--- src/hdl/adxl_pkg.sv ---
// ------------------------------
// adxl355 burst reader constants
// spi timing, read command, buffer size and fsm states
// ------------------------------
`default_nettype none

package adxl_pkg;

  // spi clock enable
  localparam int CLK_DIV = 4;                  // clk cycles per spi half-bit
  localparam int DIV_W   = $clog2(CLK_DIV);    // divider counter width

  // sensor access
  localparam logic [7:0] CMD_READ = 8'h11;     // 8*2+1, read from XDATA3 on
  localparam int LEN_READ = 9;                 // x, y, z with 3 bytes each

  // sample buffer
  localparam int BUF_DEPTH = 64;               // words of {x flag, byte}
  localparam int BUF_AW    = 6;                // log2 of BUF_DEPTH

  // burst sequencer states
  typedef enum logic [2:0] {
    ST_IDLE,      // csn high, waiting for sync
    ST_SELECT,    // csn low for one half-bit before sclk starts
    ST_CMD,       // command byte on mosi
    ST_READ,      // LEN_READ data bytes from miso
    ST_DESELECT   // sclk parked low, csn still low
  } burst_state_t;

endpackage

`default_nettype wire

--- src/hdl/spi_ctrl_if.sv ---
// ------------------------------
// control link between burst fsm and spi shifter
// ------------------------------
`default_nettype none

interface spi_ctrl_if;

  logic csn;          // chip select, low during a burst
  logic sclk_en;      // spi clock runs in command and read phase
  logic load_cmd;     // one clk pulse, loads the command register
  logic capture_en;   // bytes finished now go to the buffer
  logic direct_sel;   // host owns the sensor pins
  logic byte_done;    // a full byte went through the shifter

  modport fsm (
    output csn, sclk_en, load_cmd, capture_en, direct_sel,
    input  byte_done
  );

  modport shifter (
    input  csn, sclk_en, load_cmd, capture_en, direct_sel,
    output byte_done
  );

endinterface

`default_nettype wire

--- src/hdl/spi_timer.sv ---
// ------------------------------
// spi timing
// clock enable divider, half-bit and byte counters
// ------------------------------
`default_nettype none

module spi_timer (
  input  logic       clk,
  input  logic       rst,
  input  logic       sclk_en,   // spi clock running
  input  logic       cnt_clr,   // restart byte count for a new burst
  output logic       tick,      // one spi half-bit
  output logic       byte_end,  // last half-bit of a byte
  output logic [3:0] half_cnt,  // even: sclk low, odd: sclk high
  output logic [3:0] byte_cnt   // bytes done in this burst
);
  import adxl_pkg::*;

  logic [DIV_W-1:0] div_cnt;

  // free running divider from clk
  always_ff @(posedge clk)
  begin
    if (rst)
      div_cnt <= '0;
    else if (div_cnt == DIV_W'(CLK_DIV - 1))
      div_cnt <= '0;
    else
      div_cnt <= div_cnt + 1'b1;
  end

  assign tick = (div_cnt == DIV_W'(CLK_DIV - 1));  // 1 clk every CLK_DIV clk

  // half-bit position inside the current byte
  always_ff @(posedge clk)
  begin
    if (rst || !sclk_en)
      half_cnt <= '0;                // parked at sclk low between bursts
    else if (tick)
      half_cnt <= half_cnt + 4'd1;   // 15 -> 0 closes the byte
  end

  assign byte_end = tick && sclk_en && (half_cnt == 4'd15);

  // byte index, 0 is the command
  always_ff @(posedge clk)
  begin
    if (rst || cnt_clr)
      byte_cnt <= '0;
    else if (byte_end)
      byte_cnt <= byte_cnt + 4'd1;
  end

endmodule

`default_nettype wire

--- src/hdl/burst_fsm.sv ---
// ------------------------------
// burst sequencer
// select, command, LEN_READ data bytes, deselect
// ------------------------------
`default_nettype none

module burst_fsm (
  input  logic       clk,
  input  logic       rst,
  input  logic       sync,      // start of one xyz burst
  input  logic       direct,    // host asks for the sensor pins
  input  logic       tick,
  input  logic [3:0] byte_cnt,
  output logic       busy,
  output logic       cnt_clr,
  spi_ctrl_if.fsm    ctrl
);
  import adxl_pkg::*;

  burst_state_t state;
  burst_state_t state_nxt;

  logic start_pend;   // sync taken, burst starts at next tick
  logic direct_sel;   // latched direct request
  logic idle_free;    // idle with no burst pending
  logic start_ok;     // this sync starts a burst
  logic last_byte;

  assign idle_free = (state == ST_IDLE) && !start_pend;
  assign start_ok  = idle_free && sync && !direct_sel;   // other syncs are dropped
  assign last_byte = (byte_cnt == 4'(LEN_READ));         // command + LEN_READ bytes

  always_ff @(posedge clk)
  begin
    if (rst)
    begin
      state      <= ST_IDLE;
      start_pend <= 1'b0;
      direct_sel <= 1'b0;
    end
    else
    begin
      state <= state_nxt;

      // mode only changes between bursts, never cuts one
      if (idle_free && !start_ok)
        direct_sel <= direct;

      if (start_ok)
        start_pend <= 1'b1;
      else if (tick)
        start_pend <= 1'b0;      // same tick moves idle -> select
    end
  end

  always_comb
  begin
    state_nxt = state;
    case (state)
      ST_IDLE:
        if (tick && start_pend)
          state_nxt = ST_SELECT;
      ST_SELECT:
        if (tick)
          state_nxt = ST_CMD;    // csn was low for one half-bit
      ST_CMD:
        if (ctrl.byte_done && byte_cnt == 4'd0)
          state_nxt = ST_READ;
      ST_READ:
        if (ctrl.byte_done && last_byte)
          state_nxt = ST_DESELECT;
      ST_DESELECT:
        if (tick)
          state_nxt = ST_IDLE;   // csn rises here
      default:
        state_nxt = ST_IDLE;
    endcase
  end

  assign busy    = start_pend || (state != ST_IDLE);
  assign cnt_clr = (state == ST_SELECT);

  assign ctrl.csn        = (state == ST_IDLE);
  assign ctrl.sclk_en    = (state == ST_CMD) || (state == ST_READ);
  assign ctrl.load_cmd   = (state == ST_SELECT) && tick;   // one clk, enters ST_CMD
  assign ctrl.capture_en = (state == ST_READ);
  assign ctrl.direct_sel = direct_sel;

endmodule

`default_nettype wire

--- src/hdl/spi_shifter.sv ---
// ------------------------------
// spi mode 0 shifter and pin mux
// command out, data bytes in, host pass-through
// ------------------------------
`default_nettype none

module spi_shifter (
  input  logic        clk,
  input  logic        rst,
  input  logic        tick,
  input  logic        byte_end,
  input  logic        direct_mosi,
  input  logic        direct_sclk,
  input  logic        direct_csn,
  input  logic        adxl_miso,
  input  logic [3:0]  half_cnt,
  spi_ctrl_if.shifter ctrl,
  output logic        adxl_mosi,
  output logic        adxl_sclk,
  output logic        adxl_csn,
  output logic        wr,         // one clk per stored byte
  output logic        x,          // first byte of the xyz sample
  output logic [7:0]  wrdata
);
  import adxl_pkg::*;

  logic [7:0] tx_sh;       // command, MSB on mosi
  logic [7:0] rx_sh;       // bits from miso
  logic       first_pend;  // next stored byte starts a sample
  logic       rise_tick;   // sclk goes high
  logic       fall_tick;   // sclk goes low
  logic       sclk_int;
  logic       store;

  assign sclk_int  = ctrl.sclk_en && half_cnt[0];
  assign rise_tick = tick && ctrl.sclk_en && !half_cnt[0];
  assign fall_tick = tick && ctrl.sclk_en && half_cnt[0];
  assign store     = byte_end && ctrl.capture_en;

  // mosi changes on the falling edge, sensor samples on the rise
  always_ff @(posedge clk)
  begin
    if (rst)
      tx_sh <= '0;
    else if (ctrl.load_cmd)
      tx_sh <= CMD_READ;
    else if (fall_tick)
      tx_sh <= {tx_sh[6:0], 1'b0};   // zero fill, mosi low while reading
  end

  // miso is stable since the last fall
  always_ff @(posedge clk)
  begin
    if (rise_tick)
      rx_sh <= {rx_sh[6:0], adxl_miso};
  end

  always_ff @(posedge clk)
  begin
    if (rst)
    begin
      wr         <= 1'b0;
      x          <= 1'b0;
      first_pend <= 1'b0;
    end
    else
    begin
      wr <= store;                   // 1 clk after byte_end
      x  <= store && first_pend;
      if (ctrl.load_cmd)
        first_pend <= 1'b1;          // new burst, new sample
      else if (store)
        first_pend <= 1'b0;
    end
  end

  always_ff @(posedge clk)
  begin
    if (store)
      wrdata <= rx_sh;               // last bit came in on the previous rise
  end

  assign ctrl.byte_done = byte_end;

  // host pins or internal engine, miso goes to both unmuxed
  assign adxl_csn  = ctrl.direct_sel ? direct_csn  : ctrl.csn;
  assign adxl_sclk = ctrl.direct_sel ? direct_sclk : sclk_int;
  assign adxl_mosi = ctrl.direct_sel ? direct_mosi : tx_sh[7];

endmodule

`default_nettype wire

--- src/hdl/sample_buffer.sv ---
// ------------------------------
// circular sample buffer
// byte plus x flag per word, registered read port
// ------------------------------
`default_nettype none

module sample_buffer (
  input  logic                        clk,
  input  logic                        rst,
  input  logic                        wr,
  input  logic                        x,
  input  logic [7:0]                  wrdata,
  input  logic [adxl_pkg::BUF_AW-1:0] rd_addr,
  output logic [8:0]                  rd_data,   // {x, byte}
  output logic [adxl_pkg::BUF_AW-1:0] wr_addr    // next word to write
);
  import adxl_pkg::*;

  logic [8:0] mem [BUF_DEPTH];   // block ram style

  always_ff @(posedge clk)
  begin
    if (wr)
      mem[wr_addr] <= {x, wrdata};
  end

  // one clk read latency
  always_ff @(posedge clk)
  begin
    rd_data <= mem[rd_addr];
  end

  // write pointer wraps, old samples get overwritten
  always_ff @(posedge clk)
  begin
    if (rst)
      wr_addr <= '0;
    else if (wr)
    begin
      if (wr_addr == BUF_AW'(BUF_DEPTH - 1))
        wr_addr <= '0;
      else
        wr_addr <= wr_addr + 1'b1;
    end
  end

endmodule

`default_nettype wire

--- src/hdl/adxl_reader.sv ---
// ------------------------------
// adxl355 burst reader top
// timer, fsm, shifter and buffer
// ------------------------------
`default_nettype none

module adxl_reader (
  input  logic                        clk,
  input  logic                        rst,
  input  logic                        sync,         // start one burst
  input  logic                        direct,       // 1: host drives the sensor
  input  logic                        direct_mosi,
  input  logic                        direct_sclk,
  input  logic                        direct_csn,
  input  logic                        adxl_miso,    // host reads this directly too
  input  logic [adxl_pkg::BUF_AW-1:0] rd_addr,
  output logic                        adxl_mosi,
  output logic                        adxl_sclk,
  output logic                        adxl_csn,
  output logic                        busy,
  output logic [8:0]                  rd_data,
  output logic [adxl_pkg::BUF_AW-1:0] wr_addr
);

  logic       tick;
  logic       byte_end;
  logic       cnt_clr;
  logic [3:0] half_cnt;
  logic [3:0] byte_cnt;
  logic       wr;
  logic       x;
  logic [7:0] wrdata;

  spi_ctrl_if u_ctrl ();

  spi_timer u_spi_timer (
    .clk      (clk),
    .rst      (rst),
    .sclk_en  (u_ctrl.sclk_en),
    .cnt_clr  (cnt_clr),
    .tick     (tick),
    .byte_end (byte_end),
    .half_cnt (half_cnt),
    .byte_cnt (byte_cnt)
  );

  burst_fsm u_burst_fsm (
    .clk      (clk),
    .rst      (rst),
    .sync     (sync),
    .direct   (direct),
    .tick     (tick),
    .byte_cnt (byte_cnt),
    .busy     (busy),
    .cnt_clr  (cnt_clr),
    .ctrl     (u_ctrl.fsm)
  );

  spi_shifter u_spi_shifter (
    .clk         (clk),
    .rst         (rst),
    .tick        (tick),
    .byte_end    (byte_end),
    .direct_mosi (direct_mosi),
    .direct_sclk (direct_sclk),
    .direct_csn  (direct_csn),
    .adxl_miso   (adxl_miso),
    .half_cnt    (half_cnt),
    .ctrl        (u_ctrl.shifter),
    .adxl_mosi   (adxl_mosi),
    .adxl_sclk   (adxl_sclk),
    .adxl_csn    (adxl_csn),
    .wr          (wr),
    .x           (x),
    .wrdata      (wrdata)
  );

  sample_buffer u_sample_buffer (
    .clk     (clk),
    .rst     (rst),
    .wr      (wr),
    .x       (x),
    .wrdata  (wrdata),
    .rd_addr (rd_addr),
    .rd_data (rd_data),
    .wr_addr (wr_addr)
  );

endmodule

`default_nettype wire

--- config.mk ---
export PLATFORM = sky130hd
export DESIGN_NAME = adxl_reader
export DESIGN_NICKNAME = d
export VERILOG_FILES = /design/src/hdl/adxl_pkg.sv /design/src/hdl/spi_ctrl_if.sv /design/src/hdl/spi_timer.sv /design/src/hdl/burst_fsm.sv /design/src/hdl/spi_shifter.sv /design/src/hdl/sample_buffer.sv /design/src/hdl/adxl_reader.sv
export SDC_FILE = /design/constraint.sdc
export NUM_CORES = 1
export LEC_CHECK = 0
export ABC_AREA = 1
export BUFFER_PORTS_ARGS = -buffer_cell sky130_fd_sc_hd__buf_4
export CORE_UTILIZATION = 26
export CTS_CLUSTER_SIZE = 25
export DETAILED_ROUTE_END_ITERATION = 8
export PLACE_DENSITY_LB_ADDON = 0.05
export REMOVE_ABC_BUFFERS = 1
export SLEW_MARGIN = 5
export SYNTH_ARGS = -nofsm -noshare
export SYNTH_HDL_FRONTEND = slang
export SYNTH_HIERARCHICAL = 1
export SYNTH_SLANG_ARGS = --single-unit
--- constraint.sdc ---
create_clock -name clk -period 2.08 [get_ports clk]
set_input_delay 0.104 -clock clk [delete_from_list [all_inputs] [get_ports clk]]
set_output_delay 0.104 -clock clk [all_outputs]
set_load 0.1 [all_outputs]
# Yosys cells after proc, flatten, opt, wreduce, memory -nomap -nowiden
# Memory sizes are Yosys's and may differ from the RTL's. A register that Yosys moved wholly into a read port is not among the register bits.
# Index checks and enable logic that the tools add are counted.
[op_classes]
n_reduce_logical = 33
n_addsub = 4
n_eq_ne = 13
mux = 18
[op_table]
columns = ["op", "n"]
rows = [
  ["$logic_and 1x1->1", 15],
  ["$mux 3", 5],
  ["$pmux 3 s5", 1],
  ["$mux 5", 2],
  ["$mux 1", 9],
  ["$add 4x1->4 const B", 2],
  ["$eq 4x4->1 const B", 2],
  ["$add 6x1->6 const B", 1],
  ["$eq 3x2->1 const B", 2],
  ["$eq 6x6->1 const B", 1],
  ["$mux 6", 1],
  ["$ne 2x1->1 const B", 3],
  ["$reduce_bool 2->1", 3],
  ["$logic_not 1->1", 5],
  ["$reduce_and 5->1", 1],
  ["$logic_not 4->1", 1],
  ["$logic_or 1x1->1", 4],
  ["$ne 2x2->1 const B", 2],
  ["$reduce_or 2->1", 2],
  ["$eq 3x1->1 const B", 1],
  ["$eq 3x3->1 const B", 1],
  ["$logic_not 3->1", 1],
  ["$reduce_bool 3->1", 1],
  ["$add 2x1->2 const B", 1],
  ["$eq 2x2->1 const B", 1],
]
[word_totals]
mem_count = 1
out_inout_bits = 19
regBits = 48
wordCells = 83
inputBits = 14
ram_bits = 576
[mem_list]
columns = ["name", "words", "word_bits", "read_ports", "rd_ports_with_merged_regs", "wr", "line", "text"]
rows = [
  ["u_sample_buffer.mem", 64, 9, 1, 1, 1, "sample_buffer.sv:19", "logic [8:0] mem [BUF_DEPTH];"],
]

# Depth between registers and ports, before layout
[logic_depth]
word_depth = 7
ltp_mapped = 12

# By module
# Netlist, hierarchy kept.
[by_module_without_submodules]
columns = ["module", "area_each_um2", "cells_per_inst", "instances"]
rows = [
  ["sample_buffer", 24070.6, 2068, 1],
  ["spi_shifter", 968.4, 79, 1],
  ["spi_timer", 451.7, 58, 1],
  ["burst_fsm", 332.8, 57, 1],
]

# Least setup slack after synthesis
# No wires, ideal clock.
[synth_path]
kind = "flip-flop to flip-flop"
startpoint = "register u_sample_buffer/wr_addr[1] (netlist name)"
endpoint = "memory u_sample_buffer.mem[47][0] (enable)"
path_buffers = 0
t_required_ps = 1681
setup_time_ps = 399
arrival_ps = 2409
path_slack_ps = -728
path_stages_with_launch = 5
cell_sequence = "dfxtp_1 > nand2_1 > nor2_1 > inv_1 > nor4_1"
[synth_lines]
columns = ["element", "line", "text"]
rows = [
  ["from (decl)", "sample_buffer.sv:15", "output logic [adxl_pkg::BUF_AW-1:0] wr_addr"],
  ["from (signal assigned)", "sample_buffer.sv:43", "wr_addr <= wr_addr + 1'b1;"],
  ["to (decl)", "sample_buffer.sv:19", ""],
]
# No word-level cell before the write port.

# Worst setup path in the final report
[layout_path]
startpoint = "register u_burst_fsm.state[0]"
endpoint = "output port adxl_sclk"
[layout_between]
elab_chain_cells = 4
elab_cells_between_ends = 5
cone_classes = "eq/ne: 2; mux: 1; reduce/logical: 2"
[layout_lines]
columns = ["element", "line", "text"]
rows = [
  ["from (decl)", "burst_fsm.sv:20", "burst_state_t state;"],
  ["from (signal assigned)", "burst_fsm.sv:43", "state <= state_nxt;"],
  ["$eq 3x2->1", "n/a", ""],
  ["net u_ctrl.capture_en", "spi_ctrl_if.sv:11", "logic capture_en;"],
  ["$logic_or 1x1->1", "burst_fsm.sv:84", "assign ctrl.sclk_en = (state == ST_CMD) || (state == ST_READ);"],
  ["net u_ctrl.sclk_en", "spi_ctrl_if.sv:9", "logic sclk_en;"],
  ["$logic_and 1x1->1", "spi_shifter.sv:35", "assign sclk_int = ctrl.sclk_en && half_cnt[0];"],
  ["$mux 1", "spi_shifter.sv:87", "assign adxl_sclk = ctrl.direct_sel ? direct_sclk : sclk_int;"],
  ["to (decl)", "adxl_reader.sv:18", "output logic adxl_sclk,"],
]
# The timed path passes the listed nets, and every way through them passes these cells.

==> results.tsv <==
stage	metric	value	unit
yosys	syn_inst	2262	
sta	rsz0062_at_grt	no	
drt	drt_wl_total	84600	um
yosys	synthTopCellsByArea	edfxtp_1, nand2_1, nand3_1	
floorplan	io_pins	33	
clock_tree	clkSinkCount	633	
place	gp_congestion	0.791	
yosys	synth_compound_area_share	0.494	%
yosys	synth_ff_type	edfxtp_1	
worst_setup_path	arrival	1.86	ns
cells_and_area	fill_cells	9961	
cells_and_area	fin_cells	3781	
sta	post-route-period-util	94.5	%
sta	setup_ws	0.115	ns
sta	hold_violations	0	
sta	whs	0.100	ns
drt	drc	0	
place	dp_hpwl	53300	um
clock_tree	clk_pin_slew_worst_paths	0.06	ns
yosys	yosysMostFrequentCell	nand2_1	
sta	layout_min_cycle_time	1.96	ns
place	io_buffers	32	
run	drv_cap	0	
sta	setup_viol	0	
clock_tree	clk_latency	0.64	ns
drt	wl_per_cell	22.4	um
yosys	synth_adder_area_share	0.242	%
sta	slew_headroom	41.1	%
yosys	synthMuxAreaShare	0	%
min_path	hp-class	input port to register	
worst_setup_path	end_kind	primary output	
sta	max_freq	509	MHz
floorplan	start_util	26.2	%
sta	tightestPinTransition	0.880	ns
cells_and_area	utilization	31.7	%
place	pre_cts_slack	0.106	ns
global_routing	grt_pass1_vias	17500	
drt	vias	17200	
worst_setup_path	cp_max_fo	7	
yosys	synth_cell_types	30	
place	place_inst	3630	
global_routing	gr-usage-all-layers	17.0	%
global_routing	grt_max_degree	65	
cells_and_area	multiInputGateArea	6270	sq um
worst_setup_path	reg2reg_slack	0.18	ns
clock_tree	cts.htree.levels	3	
worst_setup_path	cp-start-kind	register	
yosys	synth-edff-count	592	
global_routing	antenna_found_initial	4	
yosys	synth_top_family_by_area	simple AND/OR/NAND/NOR gates	
cells_and_area	design.final.nets	2453	
worst_setup_path	worstPathRequired	1.98	ns
floorplan	die_area	101000	sq um
floorplan	dieHeight	317	um
run_status	outcome	finished, final reports clean	
yosys	synth_area_leader_cell	edfxtp_1	
cells_and_area	area_growth	20.9	%
worst_setup_path	critical_path_class	register to primary output	
clock_tree	cts_buffer_depth	3	
yosys	synth.avg_cell_area	11.4	sq um
floorplan	die_w	317	um
floorplan	core	98400	sq um
floorplan	num_rows	115	
clock_tree	tritoncts	built	
pwr	p_leak	11.4	nW
yosys	synth-xor-area-share	0	%
pwr	power_density	913	nW/um^2
cells_and_area	seq_area	18600	sq um
pwr	peakVddDrop	484	uV
yosys	yosysSeqAreaShare	72.0	%
yosys	synth.top_cells.by_count	nand2_1, edfxtp_1, nand3_1, nor2_1, buf_2	
drt	ant_nets	0	
clock_tree	cts-root-buf	clkbuf_16	
cells_and_area	num_antenna_cells	0	
yosys	synth_seq_cells	633	
clock_tree	cts_buffers	78	
yosys	synthSimpleGateAreaFrac	23.5	%
global_routing	grt_pass1_wl	122000	um
yosys	yosysTopAreaCellShare	68.8	%
yosys	netlist_area	25800	sq um
yosys	yosys_warnings	6	
drt	drtPass1Iterations	7	
cells_and_area	drive_gt1_share	13.3	%
pwr	fin_total_pwr	28.5	mW
drt	vias_per_cell	4.56	
yosys	ys_async_sr_fraction	0	%
drt	drt_iter0_drc	1536	
global_routing	overflow	0	
sta	finClkSkew	0.0273	ns
sta	maxSlewViolCount	0	
-- per-stage QoR --
step                instance area (sq um)  setup TNS [ns]
floorplan                           25000         -157.44
global placement                    28700               0
detailed placement                  28700               0
CTS                                 31200               0
global route                        31200               0
finish                              31200               0
-- placed cells by master, fill, tap and decap left out, types with 2 or more instances in the layout --
cell and instances:
inv_1 39, clkbuf_1 24, nor3_1 8, edfxtp_1 592, dfxtp_4 2, buf_12 38
clkinv_1 21, nor2_1 107, a21oi_1 16, ha_1 5, inv_2 2, o21ai_0 8
nand2_2 5, nand2_1 790, buf_8 2, dlygate4sd3_1 6, nand4_1 8, clkbuf_16 81
buf_4 172, nand3_1 498, dfxtp_1 38, nand3_2 2, nor2_4 2, bufinv_16 4
nor2_2 2, inv_6 4, clkinv_2 8
-- final cells by class --
type / count / share of cell area (%)
clock buffer: 106 / 6.83
multi-input combinational: 1456 / 20.1
tap: 1287 / 5.16
clock inverter: 34 / 0.854
inverter: 47 / 0.597
timing repair buffer: 218 / 6.86
sequential: 633 / 59.6
-- report_power, final --
group	leakage [nW]	switching, mW	internal [mW]
clock network	1.17	5.32	7.64
registers	5.67	0.0501	13.7
logic	4.52	1.24	0.491
-- logic make-up after synthesis --
| kind of cell | after synthesis |
|---|---|
| compound gates | 25 |
| fa+ha+maj | 5 |
| buf+inv | 173 |
| flops | 633 |
| simple gates | 1426 |
-- critical path, cell delays in order, from the launching register on --
cell and delay, ns:
dfxtp_4 0.38, nand2_1 0.06, nor2_2 0.16, inv_2 0.06, nand2_2 0.08, buf_8 0.12
nand3_1 0.07, nand2_1 0.11, buf_12 0.18
-- metal layers --
layer	wire length, um	up-vias	track usage [%]
met2	37300	381	25.8
met5	0	-	0
met3	4290	99	2.90
met1	41400	8545	25.0
li1	-	8215	-
met4	1540	0	4.16
-- final timing paths --
| path | start | to | cells after the start |
|---|---|---|---|
| setup / recovery | u_burst_fsm/state[0] | adxl_sclk | 8 |
| hold / removal | rd_addr[4] | u_sample_buffer/rd_data[0] | 5 |
| setup reg to reg | u_sample_buffer/wr_addr[1] | u_sample_buffer/mem[26][3] | 6 |
| hold reg to reg | u_spi_shifter/rx_sh[7] | u_spi_shifter/wrdata[7] | 0 |
-- registers in the layout (all words and copies together) (netlist names) --
register	count
u_spi_timer/half_cnt	4
u_spi_shifter/rx_sh	8
u_spi_timer/div_cnt	2
u_spi_shifter/first_pend	1
u_burst_fsm/ctrl.direct_sel	1
u_sample_buffer/mem	576
u_spi_shifter/wrdata	8
u_spi_shifter/wr	1
u_spi_shifter/x	1
u_sample_buffer/wr_addr	6
u_spi_timer/byte_cnt	4
u_burst_fsm/start_pend	1
u_sample_buffer/rd_data	9
u_spi_shifter/tx_sh	8
u_burst_fsm/state	3
-- timing repair --
item,4_1_cts,5_1_grt
resized for setup,7,2
endpoints found under the hold margin,33,0
pin swaps,0,3
setup endpoints to repair,1,10
hold buffers,6,0
setup buffers,0,5
Note: power is estimated with default switching activity, not from simulation.
